**src/rtl/conv_pad_pkg.sv**
```systemverilog
// ********************
// sizes, side-band layout and register map of the padding stage
// module parameters must not exceed the maxima sized here
// ********************
`default_nettype none

package conv_pad_pkg;

    localparam int KW_MAX   = 7;   // largest odd kernel width
    localparam int SW_MAX   = 4;   // largest stride
    localparam int MEMBERS  = 12;  // datapaths with a mask bit

    localparam int BITS_KW2  = $clog2(KW_MAX / 2 + 1);  // 7 -> kw2 up to 3
    localparam int BITS_SW   = $clog2(SW_MAX);          // holds stride - 1
    localparam int BITS_COLS = 10;                      // up to 1023 columns
    localparam int BITS_CINS = 10;                      // up to 1023 channels
    localparam int BITS_CLR  = $clog2(KW_MAX + 1);      // left | right code

    // side-band word of a beat
    localparam int I_IS_CONFIG    = 0;
    localparam int I_IS_CIN_LAST  = 1;
    localparam int I_IS_COLS_1_K2 = 2;
    localparam int I_IS_COL_VALID = 3;
    localparam int I_KW2          = 4;
    localparam int I_SW_1         = I_KW2 + BITS_KW2;
    localparam int TUSER_WIDTH    = I_SW_1 + BITS_SW;

    typedef enum logic [4:0] {
        ADDR_KW2    = 5'h00,
        ADDR_SW     = 5'h04,
        ADDR_COLS   = 5'h08,
        ADDR_CINS   = 5'h0C,
        ADDR_CTRL   = 5'h10,  // bit 0 starts a frame
        ADDR_STATUS = 5'h14   // bit 0 busy, bit 1 done
    } cfg_addr_e;

    typedef enum logic [1:0] {
        S_IDLE,
        S_CONFIG,  // single config beat
        S_RUN,     // cols * cins data beats
        S_DONE
    } frame_state_e;

endpackage

`default_nettype wire

```
**src/rtl/axil_conv_cfg.sv**
```systemverilog
// ********************
// AXI4-Lite config slave, host presents aw and w together
// config writes while busy are dropped with OKAY
// ********************
`default_nettype none

module axil_conv_cfg import conv_pad_pkg::*; (
    input  wire logic                 aclk,
    input  wire logic                 rst_n,
    input  wire logic [4:0]           aw_addr,
    input  wire logic                 aw_valid,
    output logic                      aw_ready,
    input  wire logic [31:0]          w_data,
    input  wire logic                 w_valid,
    output logic                      w_ready,
    output logic                      b_valid,
    output logic [1:0]                b_resp,
    input  wire logic                 b_ready,
    input  wire logic [4:0]           ar_addr,
    input  wire logic                 ar_valid,
    output logic                      ar_ready,
    output logic                      r_valid,
    output logic [31:0]               r_data,
    output logic [1:0]                r_resp,
    input  wire logic                 r_ready,
    input  wire logic                 busy,
    input  wire logic                 done_pulse,
    output logic [BITS_KW2-1:0]       kw2,
    output logic [BITS_SW-1:0]        sw_1,
    output logic [BITS_COLS-1:0]      cols,
    output logic [BITS_CINS-1:0]      cins,
    output logic                      start_pulse
);

    logic wr_en;      // aw and w taken this cycle
    logic rd_en;
    logic done_flag;  // sticky until next start

    assign aw_ready = !b_valid;  // one write in flight
    assign w_ready  = !b_valid;
    assign ar_ready = !r_valid;
    assign b_resp   = 2'b00;     // always OKAY
    assign r_resp   = 2'b00;
    assign wr_en    = aw_valid && w_valid && aw_ready;
    assign rd_en    = ar_valid && ar_ready;

    always_ff @(posedge aclk) begin
        if (!rst_n) begin
            kw2         <= '0;
            sw_1        <= '0;
            cols        <= '0;
            cins        <= '0;
            b_valid     <= 1'b0;
            start_pulse <= 1'b0;
            done_flag   <= 1'b0;
        end else begin
            start_pulse <= wr_en && (aw_addr == ADDR_CTRL) && w_data[0] && !busy;
            if (wr_en) begin
                b_valid <= 1'b1;  // response one cycle after accept
            end else if (b_ready) begin
                b_valid <= 1'b0;
            end
            if (wr_en && !busy) begin
                case (cfg_addr_e'(aw_addr))
                    ADDR_KW2:  kw2  <= w_data[BITS_KW2-1:0];
                    ADDR_SW:   sw_1 <= w_data[BITS_SW-1:0];
                    ADDR_COLS: cols <= w_data[BITS_COLS-1:0];
                    ADDR_CINS: cins <= w_data[BITS_CINS-1:0];
                    default: ;    // ctrl handled above, status read only
                endcase
            end
            if (start_pulse) begin
                done_flag <= 1'b0;
            end else if (done_pulse) begin
                done_flag <= 1'b1;
            end
        end
    end

    always_ff @(posedge aclk) begin
        if (!rst_n) begin
            r_valid <= 1'b0;
        end else if (rd_en) begin
            r_valid <= 1'b1;
        end else if (r_ready) begin
            r_valid <= 1'b0;
        end
    end

    always_ff @(posedge aclk) begin
        if (rd_en) begin
            case (cfg_addr_e'(ar_addr))
                ADDR_KW2:    r_data <= 32'(kw2);
                ADDR_SW:     r_data <= 32'(sw_1);
                ADDR_COLS:   r_data <= 32'(cols);
                ADDR_CINS:   r_data <= 32'(cins);
                ADDR_STATUS: r_data <= {30'd0, done_flag, busy};
                default:     r_data <= '0;  // ctrl and holes read zero
            endcase
        end
    end

    // a response must follow an accepted write
    a_bvalid_after_write: assert property (@(posedge aclk) disable iff (!rst_n)
        $rose(b_valid) |-> $past(wr_en));

endmodule

`default_nettype wire

```
**src/rtl/conv_frame_fsm.sv**
```systemverilog
// ********************
// frame sequencer, idle -> config beat -> run -> done
// start is ignored until back in idle
// ********************
`default_nettype none

module conv_frame_fsm import conv_pad_pkg::*; (
    input  wire logic  aclk,
    input  wire logic  rst_n,
    input  wire logic  start_pulse,
    input  wire logic  out_ready,
    input  wire logic  frame_last,
    output frame_state_e state,
    output logic       beat_valid_int,
    output logic       cfg_beat,
    output logic       busy,
    output logic       done_pulse
);

    frame_state_e state_nxt;

    always_ff @(posedge aclk) begin
        if (!rst_n) begin
            state <= S_IDLE;
        end else begin
            state <= state_nxt;
        end
    end

    always_comb begin
        state_nxt = state;
        case (state)
            S_IDLE:   if (start_pulse) state_nxt = S_CONFIG;
            S_CONFIG: if (cfg_beat && out_ready) state_nxt = S_RUN;  // config beat taken
            S_RUN:    if (frame_last && out_ready) state_nxt = S_DONE;
            S_DONE:   state_nxt = S_IDLE;
            default:  state_nxt = S_IDLE;
        endcase
    end

    assign cfg_beat       = (state == S_CONFIG);
    assign beat_valid_int = cfg_beat || (state == S_RUN);
    assign busy           = (state != S_IDLE);
    assign done_pulse     = (state == S_DONE);  // one cycle, done leaves at once

    // the status done bit counts on a single pulse per frame
    a_done_one_cycle: assert property (@(posedge aclk) disable iff (!rst_n)
        done_pulse |=> !done_pulse);

endmodule

`default_nettype wire

```
**src/rtl/col_scan_counter.sv**
```systemverilog
// ********************
// channel-inside-column scan of one frame
// kw2 and sw_1 saturate at the supported maxima
// ********************
`default_nettype none

module col_scan_counter import conv_pad_pkg::*; #(
    parameter int KW_MAX = conv_pad_pkg::KW_MAX,
    parameter int SW_MAX = conv_pad_pkg::SW_MAX
) (
    input  wire logic                  aclk,
    input  wire logic                  rst_n,
    input  wire frame_state_e          state,
    input  wire logic                  beat_valid_int,
    input  wire logic                  out_ready,
    input  wire logic [BITS_KW2-1:0]   kw2,
    input  wire logic [BITS_SW-1:0]    sw_1,
    input  wire logic [BITS_COLS-1:0]  cols,
    input  wire logic [BITS_CINS-1:0]  cins,
    output logic [TUSER_WIDTH-1:0]     user_word,
    output logic                       frame_last
);

    localparam logic [BITS_KW2-1:0] KW2_LIM = BITS_KW2'(KW_MAX / 2);
    localparam logic [BITS_SW-1:0]  SW_LIM  = BITS_SW'(SW_MAX - 1);

    logic [BITS_COLS-1:0] col_cnt;
    logic [BITS_CINS-1:0] cin_cnt;
    logic [BITS_KW2-1:0]  kw2_c;
    logic [BITS_SW-1:0]   sw_c;
    logic run, accept, cin_last, col_last, cols_1_k2;

    assign run       = (state == S_RUN);
    assign accept    = beat_valid_int && out_ready;
    assign kw2_c     = (kw2 > KW2_LIM) ? KW2_LIM : kw2;
    assign sw_c      = (sw_1 > SW_LIM) ? SW_LIM : sw_1;
    assign cin_last  = run && (cin_cnt == cins - 1'b1);
    assign col_last  = (col_cnt == cols - 1'b1);
    assign cols_1_k2 = run && (kw2_c != '0) && (col_cnt == cols - 1'b1 - BITS_COLS'(kw2_c));
    assign frame_last = cin_last && col_last;

    always_ff @(posedge aclk) begin
        if (!rst_n) begin
            col_cnt <= '0;
            cin_cnt <= '0;
        end else if (accept) begin
            if (state == S_CONFIG) begin
                col_cnt <= '0;  // fresh frame
                cin_cnt <= '0;
            end else if (cin_last) begin
                cin_cnt <= '0;
                col_cnt <= col_last ? '0 : col_cnt + 1'b1;
            end else begin
                cin_cnt <= cin_cnt + 1'b1;
            end
        end
    end

    always_comb begin
        user_word                       = '0;
        user_word[I_IS_CONFIG]          = (state == S_CONFIG);
        user_word[I_IS_CIN_LAST]        = cin_last;
        user_word[I_IS_COLS_1_K2]       = cols_1_k2;
        user_word[I_IS_COL_VALID]       = run;  // every run beat carries a column
        user_word[I_KW2 +: BITS_KW2]    = kw2_c;
        user_word[I_SW_1 +: BITS_SW]    = sw_c;
    end

    // counts stay inside the configured frame
    a_counts_in_range: assert property (@(posedge aclk) disable iff (!rst_n)
        (state == S_RUN) |-> (col_cnt < cols) && (cin_cnt < cins));

endmodule

`default_nettype wire

```
**src/rtl/pad_filter.sv**
```systemverilog
// ********************
// horizontal padding masks, one register stage
// lookups built for every kw2 / sw_1 pair, so kernels may change per frame
// kw2 and sw_1 must already be within the maxima
// ********************
`default_nettype none

module pad_filter import conv_pad_pkg::*; #(
    parameter int KW_MAX  = conv_pad_pkg::KW_MAX,
    parameter int SW_MAX  = conv_pad_pkg::SW_MAX,
    parameter int MEMBERS = conv_pad_pkg::MEMBERS
) (
    input  wire logic                   aclk,
    input  wire logic                   rst_n,
    input  wire logic [TUSER_WIDTH-1:0] user_word,
    input  wire logic                   beat_valid_int,
    input  wire logic                   out_ready,
    output logic                        beat_valid,
    output logic [MEMBERS-1:0]          keep_mask,
    output logic                        valid_mask,
    output logic [BITS_CLR-1:0]         clr [MEMBERS]
);

    localparam int KW2_MAX = KW_MAX / 2;  // 7 -> 3

    logic [BITS_KW2-1:0] kw2;
    logic [BITS_SW-1:0]  sw_1;
    logic is_config, cin_last, cols_1_k2, col_valid;
    logic accept, shift_en;

    assign kw2       = user_word[I_KW2 +: BITS_KW2];
    assign sw_1      = user_word[I_SW_1 +: BITS_SW];
    assign is_config = user_word[I_IS_CONFIG];
    assign cin_last  = user_word[I_IS_CIN_LAST];
    assign cols_1_k2 = user_word[I_IS_COLS_1_K2];
    assign col_valid = user_word[I_IS_COL_VALID];
    assign accept    = beat_valid_int && out_ready;
    assign shift_en  = accept && (cin_last || is_config);  // once per column

    // col_start[i] marks start column i-1, col_end[i] marks column (cols-1-kw2)+i
    logic [KW2_MAX:1] col_start;
    logic [KW2_MAX:1] col_end_r;
    logic [KW2_MAX:0] col_end;

    assign col_end = {col_end_r, 1'b0};  // bit 0 keeps kw2 = 0 out of the last column

    always_ff @(posedge aclk) begin
        if (!rst_n) begin
            col_start <= '0;
            col_end_r <= '0;
        end else if (shift_en) begin
            if (is_config) begin
                col_start <= KW2_MAX'(kw2 != '0);  // column 0 is a start column
                col_end_r <= '0;                   // no leftovers from last frame
            end else begin
                col_start <= col_start << 1;
                col_end_r <= (col_end_r << 1) | KW2_MAX'(cols_1_k2);
            end
        end
    end

    // constant lookups [kw2][sw_1] per member
    logic [MEMBERS-1:0] full_lut [KW2_MAX:0][SW_MAX];  // full datapaths
    logic [MEMBERS-1:0] part_lut [KW2_MAX:0][SW_MAX];  // partial padding, last column
    logic [MEMBERS-1:0] rmem_lut [KW2_MAX:0];          // members taking a right code

    for (genvar r = 0; r <= KW2_MAX; r++) begin : g_kw
        localparam int K = 2 * r + 1;
        for (genvar m = 0; m < MEMBERS; m++) begin : g_rm
            assign rmem_lut[r][m] = (r != 0) && ((m % K) == K - 2);  // one before last
        end
        for (genvar s1 = 0; s1 < SW_MAX; s1++) begin : g_sw
            localparam int S = s1 + 1;
            localparam int J = K + S - 1;
            for (genvar m = 0; m < MEMBERS; m++) begin : g_m
                assign full_lut[r][s1][m] = (m % J) >= K - 1;
                assign part_lut[r][s1][m] = ((m % J) >= K - 1 - S) && (m < (MEMBERS / J) * J);
            end
        end
    end

    logic                not_start;
    logic                last_col;
    logic [BITS_CLR-1:0] left_code, right_code;
    logic [MEMBERS-1:0]  keep_d;
    logic                valid_d;
    logic [BITS_CLR-1:0] clr_d [MEMBERS];

    assign last_col = col_end[kw2];

    always_comb begin
        not_start  = 1'b1;
        left_code  = '0;
        right_code = '0;
        for (int i = 1; i <= KW2_MAX; i++) begin
            if (col_start[i] && (i <= kw2)) begin
                not_start = 1'b0;
                left_code = BITS_CLR'(2 * (kw2 - i) + 1);  // 2*(kw2-c)-1 with c = i-1
            end
            if (col_end[i] && (i <= kw2)) begin
                right_code = BITS_CLR'(2 * i);
            end
        end
    end

    always_comb begin
        if (is_config || (kw2 == '0)) begin
            keep_d  = '1;  // nothing to pad
            valid_d = 1'b1;
        end else if (!not_start) begin
            keep_d  = '0;  // start columns blocked
            valid_d = 1'b0;
        end else begin
            keep_d  = full_lut[kw2][sw_1] | (last_col ? part_lut[kw2][sw_1] : '0);
            valid_d = col_valid;
        end
        for (int m = 0; m < MEMBERS; m++) begin
            if (is_config || (kw2 == '0)) begin
                clr_d[m] = '0;  // center
            end else begin
                clr_d[m] = left_code | (rmem_lut[kw2][m] ? right_code : '0);
            end
        end
    end

    always_ff @(posedge aclk) begin
        if (!rst_n) begin
            beat_valid <= 1'b0;
        end else if (out_ready) begin
            beat_valid <= beat_valid_int;  // holds under back-pressure
        end
    end

    always_ff @(posedge aclk) begin
        if (accept) begin
            keep_mask  <= keep_d;
            valid_mask <= valid_d;
            clr        <= clr_d;
        end
    end

    // valid output beats never carry an odd left code
    a_no_valid_in_start: assert property (@(posedge aclk) disable iff (!rst_n)
        (beat_valid && valid_mask) |-> !clr[0][0]);

endmodule

`default_nettype wire

```
**src/rtl/conv_pad_top.sv**
```systemverilog
// ********************
// horizontal zero padding stage, config over AXI4-Lite
// beat stream uses beat_valid / out_ready
// ********************
`default_nettype none

module conv_pad_top import conv_pad_pkg::*; #(
    parameter int KW_MAX  = conv_pad_pkg::KW_MAX,
    parameter int SW_MAX  = conv_pad_pkg::SW_MAX,
    parameter int MEMBERS = conv_pad_pkg::MEMBERS
) (
    input  wire logic          aclk,
    input  wire logic          rst_n,
    input  wire logic          out_ready,
    input  wire logic [4:0]    aw_addr,
    input  wire logic          aw_valid,
    output logic               aw_ready,
    input  wire logic [31:0]   w_data,
    input  wire logic          w_valid,
    output logic               w_ready,
    output logic               b_valid,
    output logic [1:0]         b_resp,
    input  wire logic          b_ready,
    input  wire logic [4:0]    ar_addr,
    input  wire logic          ar_valid,
    output logic               ar_ready,
    output logic               r_valid,
    output logic [31:0]        r_data,
    output logic [1:0]         r_resp,
    input  wire logic          r_ready,
    output logic               beat_valid,
    output logic [MEMBERS-1:0] keep_mask,
    output logic               valid_mask,
    output logic [BITS_CLR-1:0] clr [MEMBERS]
);

    logic [BITS_KW2-1:0]    kw2;
    logic [BITS_SW-1:0]     sw_1;
    logic [BITS_COLS-1:0]   cols;
    logic [BITS_CINS-1:0]   cins;
    logic                   start_pulse, busy, done_pulse;
    logic                   beat_valid_int, frame_last;
    logic [TUSER_WIDTH-1:0] user_word;
    frame_state_e           state;

    axil_conv_cfg cfg_i (
        .aclk, .rst_n,
        .aw_addr, .aw_valid, .aw_ready, .w_data, .w_valid, .w_ready,
        .b_valid, .b_resp, .b_ready,
        .ar_addr, .ar_valid, .ar_ready, .r_valid, .r_data, .r_resp, .r_ready,
        .busy, .done_pulse, .kw2, .sw_1, .cols, .cins, .start_pulse
    );

    conv_frame_fsm fsm_i (
        .aclk, .rst_n, .start_pulse, .out_ready, .frame_last,
        .state, .beat_valid_int,
        .cfg_beat   (),  // config flag reaches the filter inside user_word
        .busy, .done_pulse
    );

    col_scan_counter #(.KW_MAX(KW_MAX), .SW_MAX(SW_MAX)) scan_i (
        .aclk, .rst_n, .state, .beat_valid_int, .out_ready,
        .kw2, .sw_1, .cols, .cins, .user_word, .frame_last
    );

    pad_filter #(.KW_MAX(KW_MAX), .SW_MAX(SW_MAX), .MEMBERS(MEMBERS)) pad_i (
        .aclk, .rst_n, .user_word, .beat_valid_int, .out_ready,
        .beat_valid, .keep_mask, .valid_mask, .clr
    );

endmodule

`default_nettype wire

```
**config.mk**
```make
export PLATFORM = sky130hd
export DESIGN_NAME = conv_pad_top
export DESIGN_NICKNAME = d
export VERILOG_FILES = /design/src/rtl/conv_pad_pkg.sv /design/src/rtl/axil_conv_cfg.sv /design/src/rtl/conv_frame_fsm.sv /design/src/rtl/col_scan_counter.sv /design/src/rtl/pad_filter.sv /design/src/rtl/conv_pad_top.sv
export SDC_FILE = /design/constraint.sdc
export NUM_CORES = 1
export LEC_CHECK = 0
export ABC_CLOCK_PERIOD_IN_PS = 3400
export BUFFER_PORTS_ARGS = -buffer_cell sky130_fd_sc_hd__buf_2
export CELL_PAD_IN_SITES_DETAIL_PLACEMENT = 0
export CELL_PAD_IN_SITES_GLOBAL_PLACEMENT = 2
export CORE_UTILIZATION = 32
export DETAILED_ROUTE_END_ITERATION = 7
export PLACE_DENSITY_LB_ADDON = 0.1
export SYNTH_ARGS = -nofsm -noshare
export SYNTH_HDL_FRONTEND = slang
export SYNTH_SLANG_ARGS = --single-unit
```
**constraint.sdc**
```tcl
create_clock -name aclk -period 3.4 [get_ports aclk]
set_input_delay 0.68 -clock aclk [delete_from_list [all_inputs] [get_ports aclk]]
set_output_delay 0.68 -clock aclk [all_outputs]
set_load 0.005 [all_outputs]
```
==> qor.yml <==
status: "complete, no violations"
cap_violations: 0
fmax_ghz: 0.334
drc: 0
worstSkewPairLatency_ns: 0.35
yosysSeqAreaShare: 0.369
seq_power_share: 0.472
synth.most_common_cell: "nand2_1"
ys_warn_count: 0
dr.pass1.iters: 4
switching_share: 0.274
endpoint_kind: "flop"
core_sq_mm: 0.0174
worstSetupStartpointType: "flop"
hold_path_class: "reg2reg"
yosys.area.top_type: "dfxtp_1"
diodes: 0
fin_util: 0.366
drt_wl_total_um: 14600
initial_core_util: 0.328
rsz0062_at_grt: "false"
yosys-top-cells-count: "nand2_1, dfxtp_1, a21oi_1, buf_4, nor2_1"
synth_edf_count: 32
synth.avg_cell_area_sq_um: 8.64
drive_above_1_share: 0.203
rows: 48
hold-worst-slack_ns: 0.433
clkSinkCount: 89
p_leak_nw: 2.41
clockBufferDepth: 2
hold_violations: 0
grt-ovfl-total: 0
syn_area_sq_mm: 0.00570
cts_buffers: 9
grt.total_usage: 0.166
htree_levels: 3
die_h_um: 135
period_minus_slack_ns: 3.00
syn_to_final_growth_pct: 11.5
yosys-top-cells-area: "dfxtp_1, edfxtp_1, buf_4, nand2_1, a21oi_1"
cts-root-buf: "clkbuf_16"
num_io_pins: 141
cts_hold_buf: 0
relSlewSlack: 0.483
cts_tree: "yes"
vdd_ir_drop_max_v: 0.000216
ys_seq_elements: 89
cts-resized-gates: 0
fin_skew_ns: 0.00938
worstMarginPinSlew_ns: 0.768
combPwrFrac: 0.135
die_area_sq_mm: 0.0183
hpwlAfterDp_um: 11300
portBuffers: 92
switching_power_w: 0.000677
arrival_ns: 3.23
fin_setup_tns_ns: 0
r2r_slack_ns: 0.40
async_flop_share: 0
final_nets: 780
antenna_left: 0
syn_inst: 660
wl_per_cell_um: 15.5
pwr-share-clk: 0.393
drtIter0Drc: 146
critical_path.max_fanout: 11
power_density_mw_per_mm2: 389
grt_pass1_vias: 4311
vias_per_cell: 4.89
cts_setup_buffers: 0
setup.worst_path.class: "reg2reg"
setup_violations: 0
slew_viol_final: 0
p_int_w: 0.00180
dieWidth_um: 135
grt_pass1_wl_um: 23100
synth_ff_type: "dfxtp_1"
synth_top_area_share: 0.200
grt_max_degree: 39
antenna_found_initial: 0
gp_congestion: 0.835
cp_data_required_time_ns: 3.63
layout_worst_path_cycle_share: 0.881
ys_types: 74
clkSlewWorstSetupHoldPaths_ns: 0.07
vias: 4625
final timing paths:
| path | depth (start not counted) | endpoint | start |
|---|---|---|---|
| min | 1 | cfg_i.done_flag | cfg_i.start_pulse |
| max | 10 | scan_i.col_cnt[9] | cfg_i.cols[1] |
| min reg2reg | 1 | cfg_i.done_flag | cfg_i.start_pulse |
| max reg2reg | 10 | scan_i.col_cnt[9] | cfg_i.cols[1] |
registers in the layout, summed over array words and instances (netlist names):
signal,count
pad_i.keep_mask,12
cfg_i.cins,10
cfg_i.cols,10
cfg_i.r_data,10
scan_i.cin_cnt,10
scan_i.col_cnt,10
pad_i.clr,9
pad_i.col_end_r,3
pad_i.col_start,3
cfg_i.kw2,2
cfg_i.sw_1,2
fsm_i.state,2
cfg_i.b_valid,1
cfg_i.done_flag,1
cfg_i.r_valid,1
cfg_i.start_pulse,1
pad_i.beat_valid,1
pad_i.valid_mask,1
worst max-delay path, cell delays in order (launching register included):
cell,delay (ns)
dfxtp_1,0.47
inv_1,0.07
ha_1,0.28
xor2_2,0.31
xor2_1,0.11
or4b_4,0.58
nor4_4,0.38
a21oi_2,0.22
and3_1,0.23
o21ai_1,0.12
o31ai_1,0.09
power groups by stage:
stage | sequential, W | combinational, W | clock (W)
3_3_place_gp | 0.00119 | 0.000337 | 0
3_5_place_dp | 0.00119 | 0.000339 | 0
5_1_grt | 0.00117 | 0.000373 | 0.00105
6_report | 0.00117 | 0.000335 | 0.000972
4_1_cts | 0.00117 | 0.000341 | 0.00101
2_1_floorplan | 0.00119 | 0.000264 | 0
cell usage in the layout (no fill, tap or decap), types with 6 or more instances in the layout:
cell,count
buf_2,92
nand2_1,80
dfxtp_1,57
a21oi_1,56
nor2_1,54
edfxtp_1,32
conb_1,26
inv_1,25
o21ai_0,25
xnor2_1,22
nand3_1,20
xor2_1,20
mux2i_1,19
o31ai_1,15
ha_1,14
buf_4,12
and3_1,11
clkbuf_16,9
nor3_1,8
nand3b_1,8
o21ai_1,8
nor2b_1,6
or2_2,6
a21o_1,6
logic make-up (layout without fill, tap and decap cells):
group                    after synthesis  after routing  synth area share
AND/OR/NAND/NOR                      231            231             0.205
other                                  1             26          0.000658
AO/OA/AOI/OAI                        149            149             0.167
flip-flops                            89             89             0.369
adder cells (fa/ha/maj)               15             15            0.0342
buffers and inverters                110            145             0.113
XOR/XNOR                              45             45            0.0753
multiplexers                          20             20            0.0353
area by class of cell:
class / count / area, sq um
flip-flops and latches: 89 / 2100
inverters: 25 / 93.8
fillers: 1799 / 11000
repair buffers: 104 / 551
clock buffers: 12 / 246
multi-input cells: 486 / 3050
clock inverters: 4 / 35.0
well taps: 225 / 282
metal layers:
layer	track usage	vias up	share of wire
met4	0.0518	0	0.017
li1	-	2342	-
met1	0.212	2163	0.46
met3	0.0299	21	0.034
met5	0	-	0
met2	0.281	99	0.49
stage by stage:
step                      cell area [sq um]  power [W]  cells  worst slack [ns]
after floorplan                        5790    0.00146    685             0.730
after global placement                 6080    0.00153    929             0.462
after detailed placement               6080    0.00153    929             0.431
after CTS                              6360    0.00252    945             0.415
final                                  6360    0.00247    945             0.403
after global routing                   6360    0.00259    945             0.184
No activity file was read; power rests on OpenSTA's default activity.
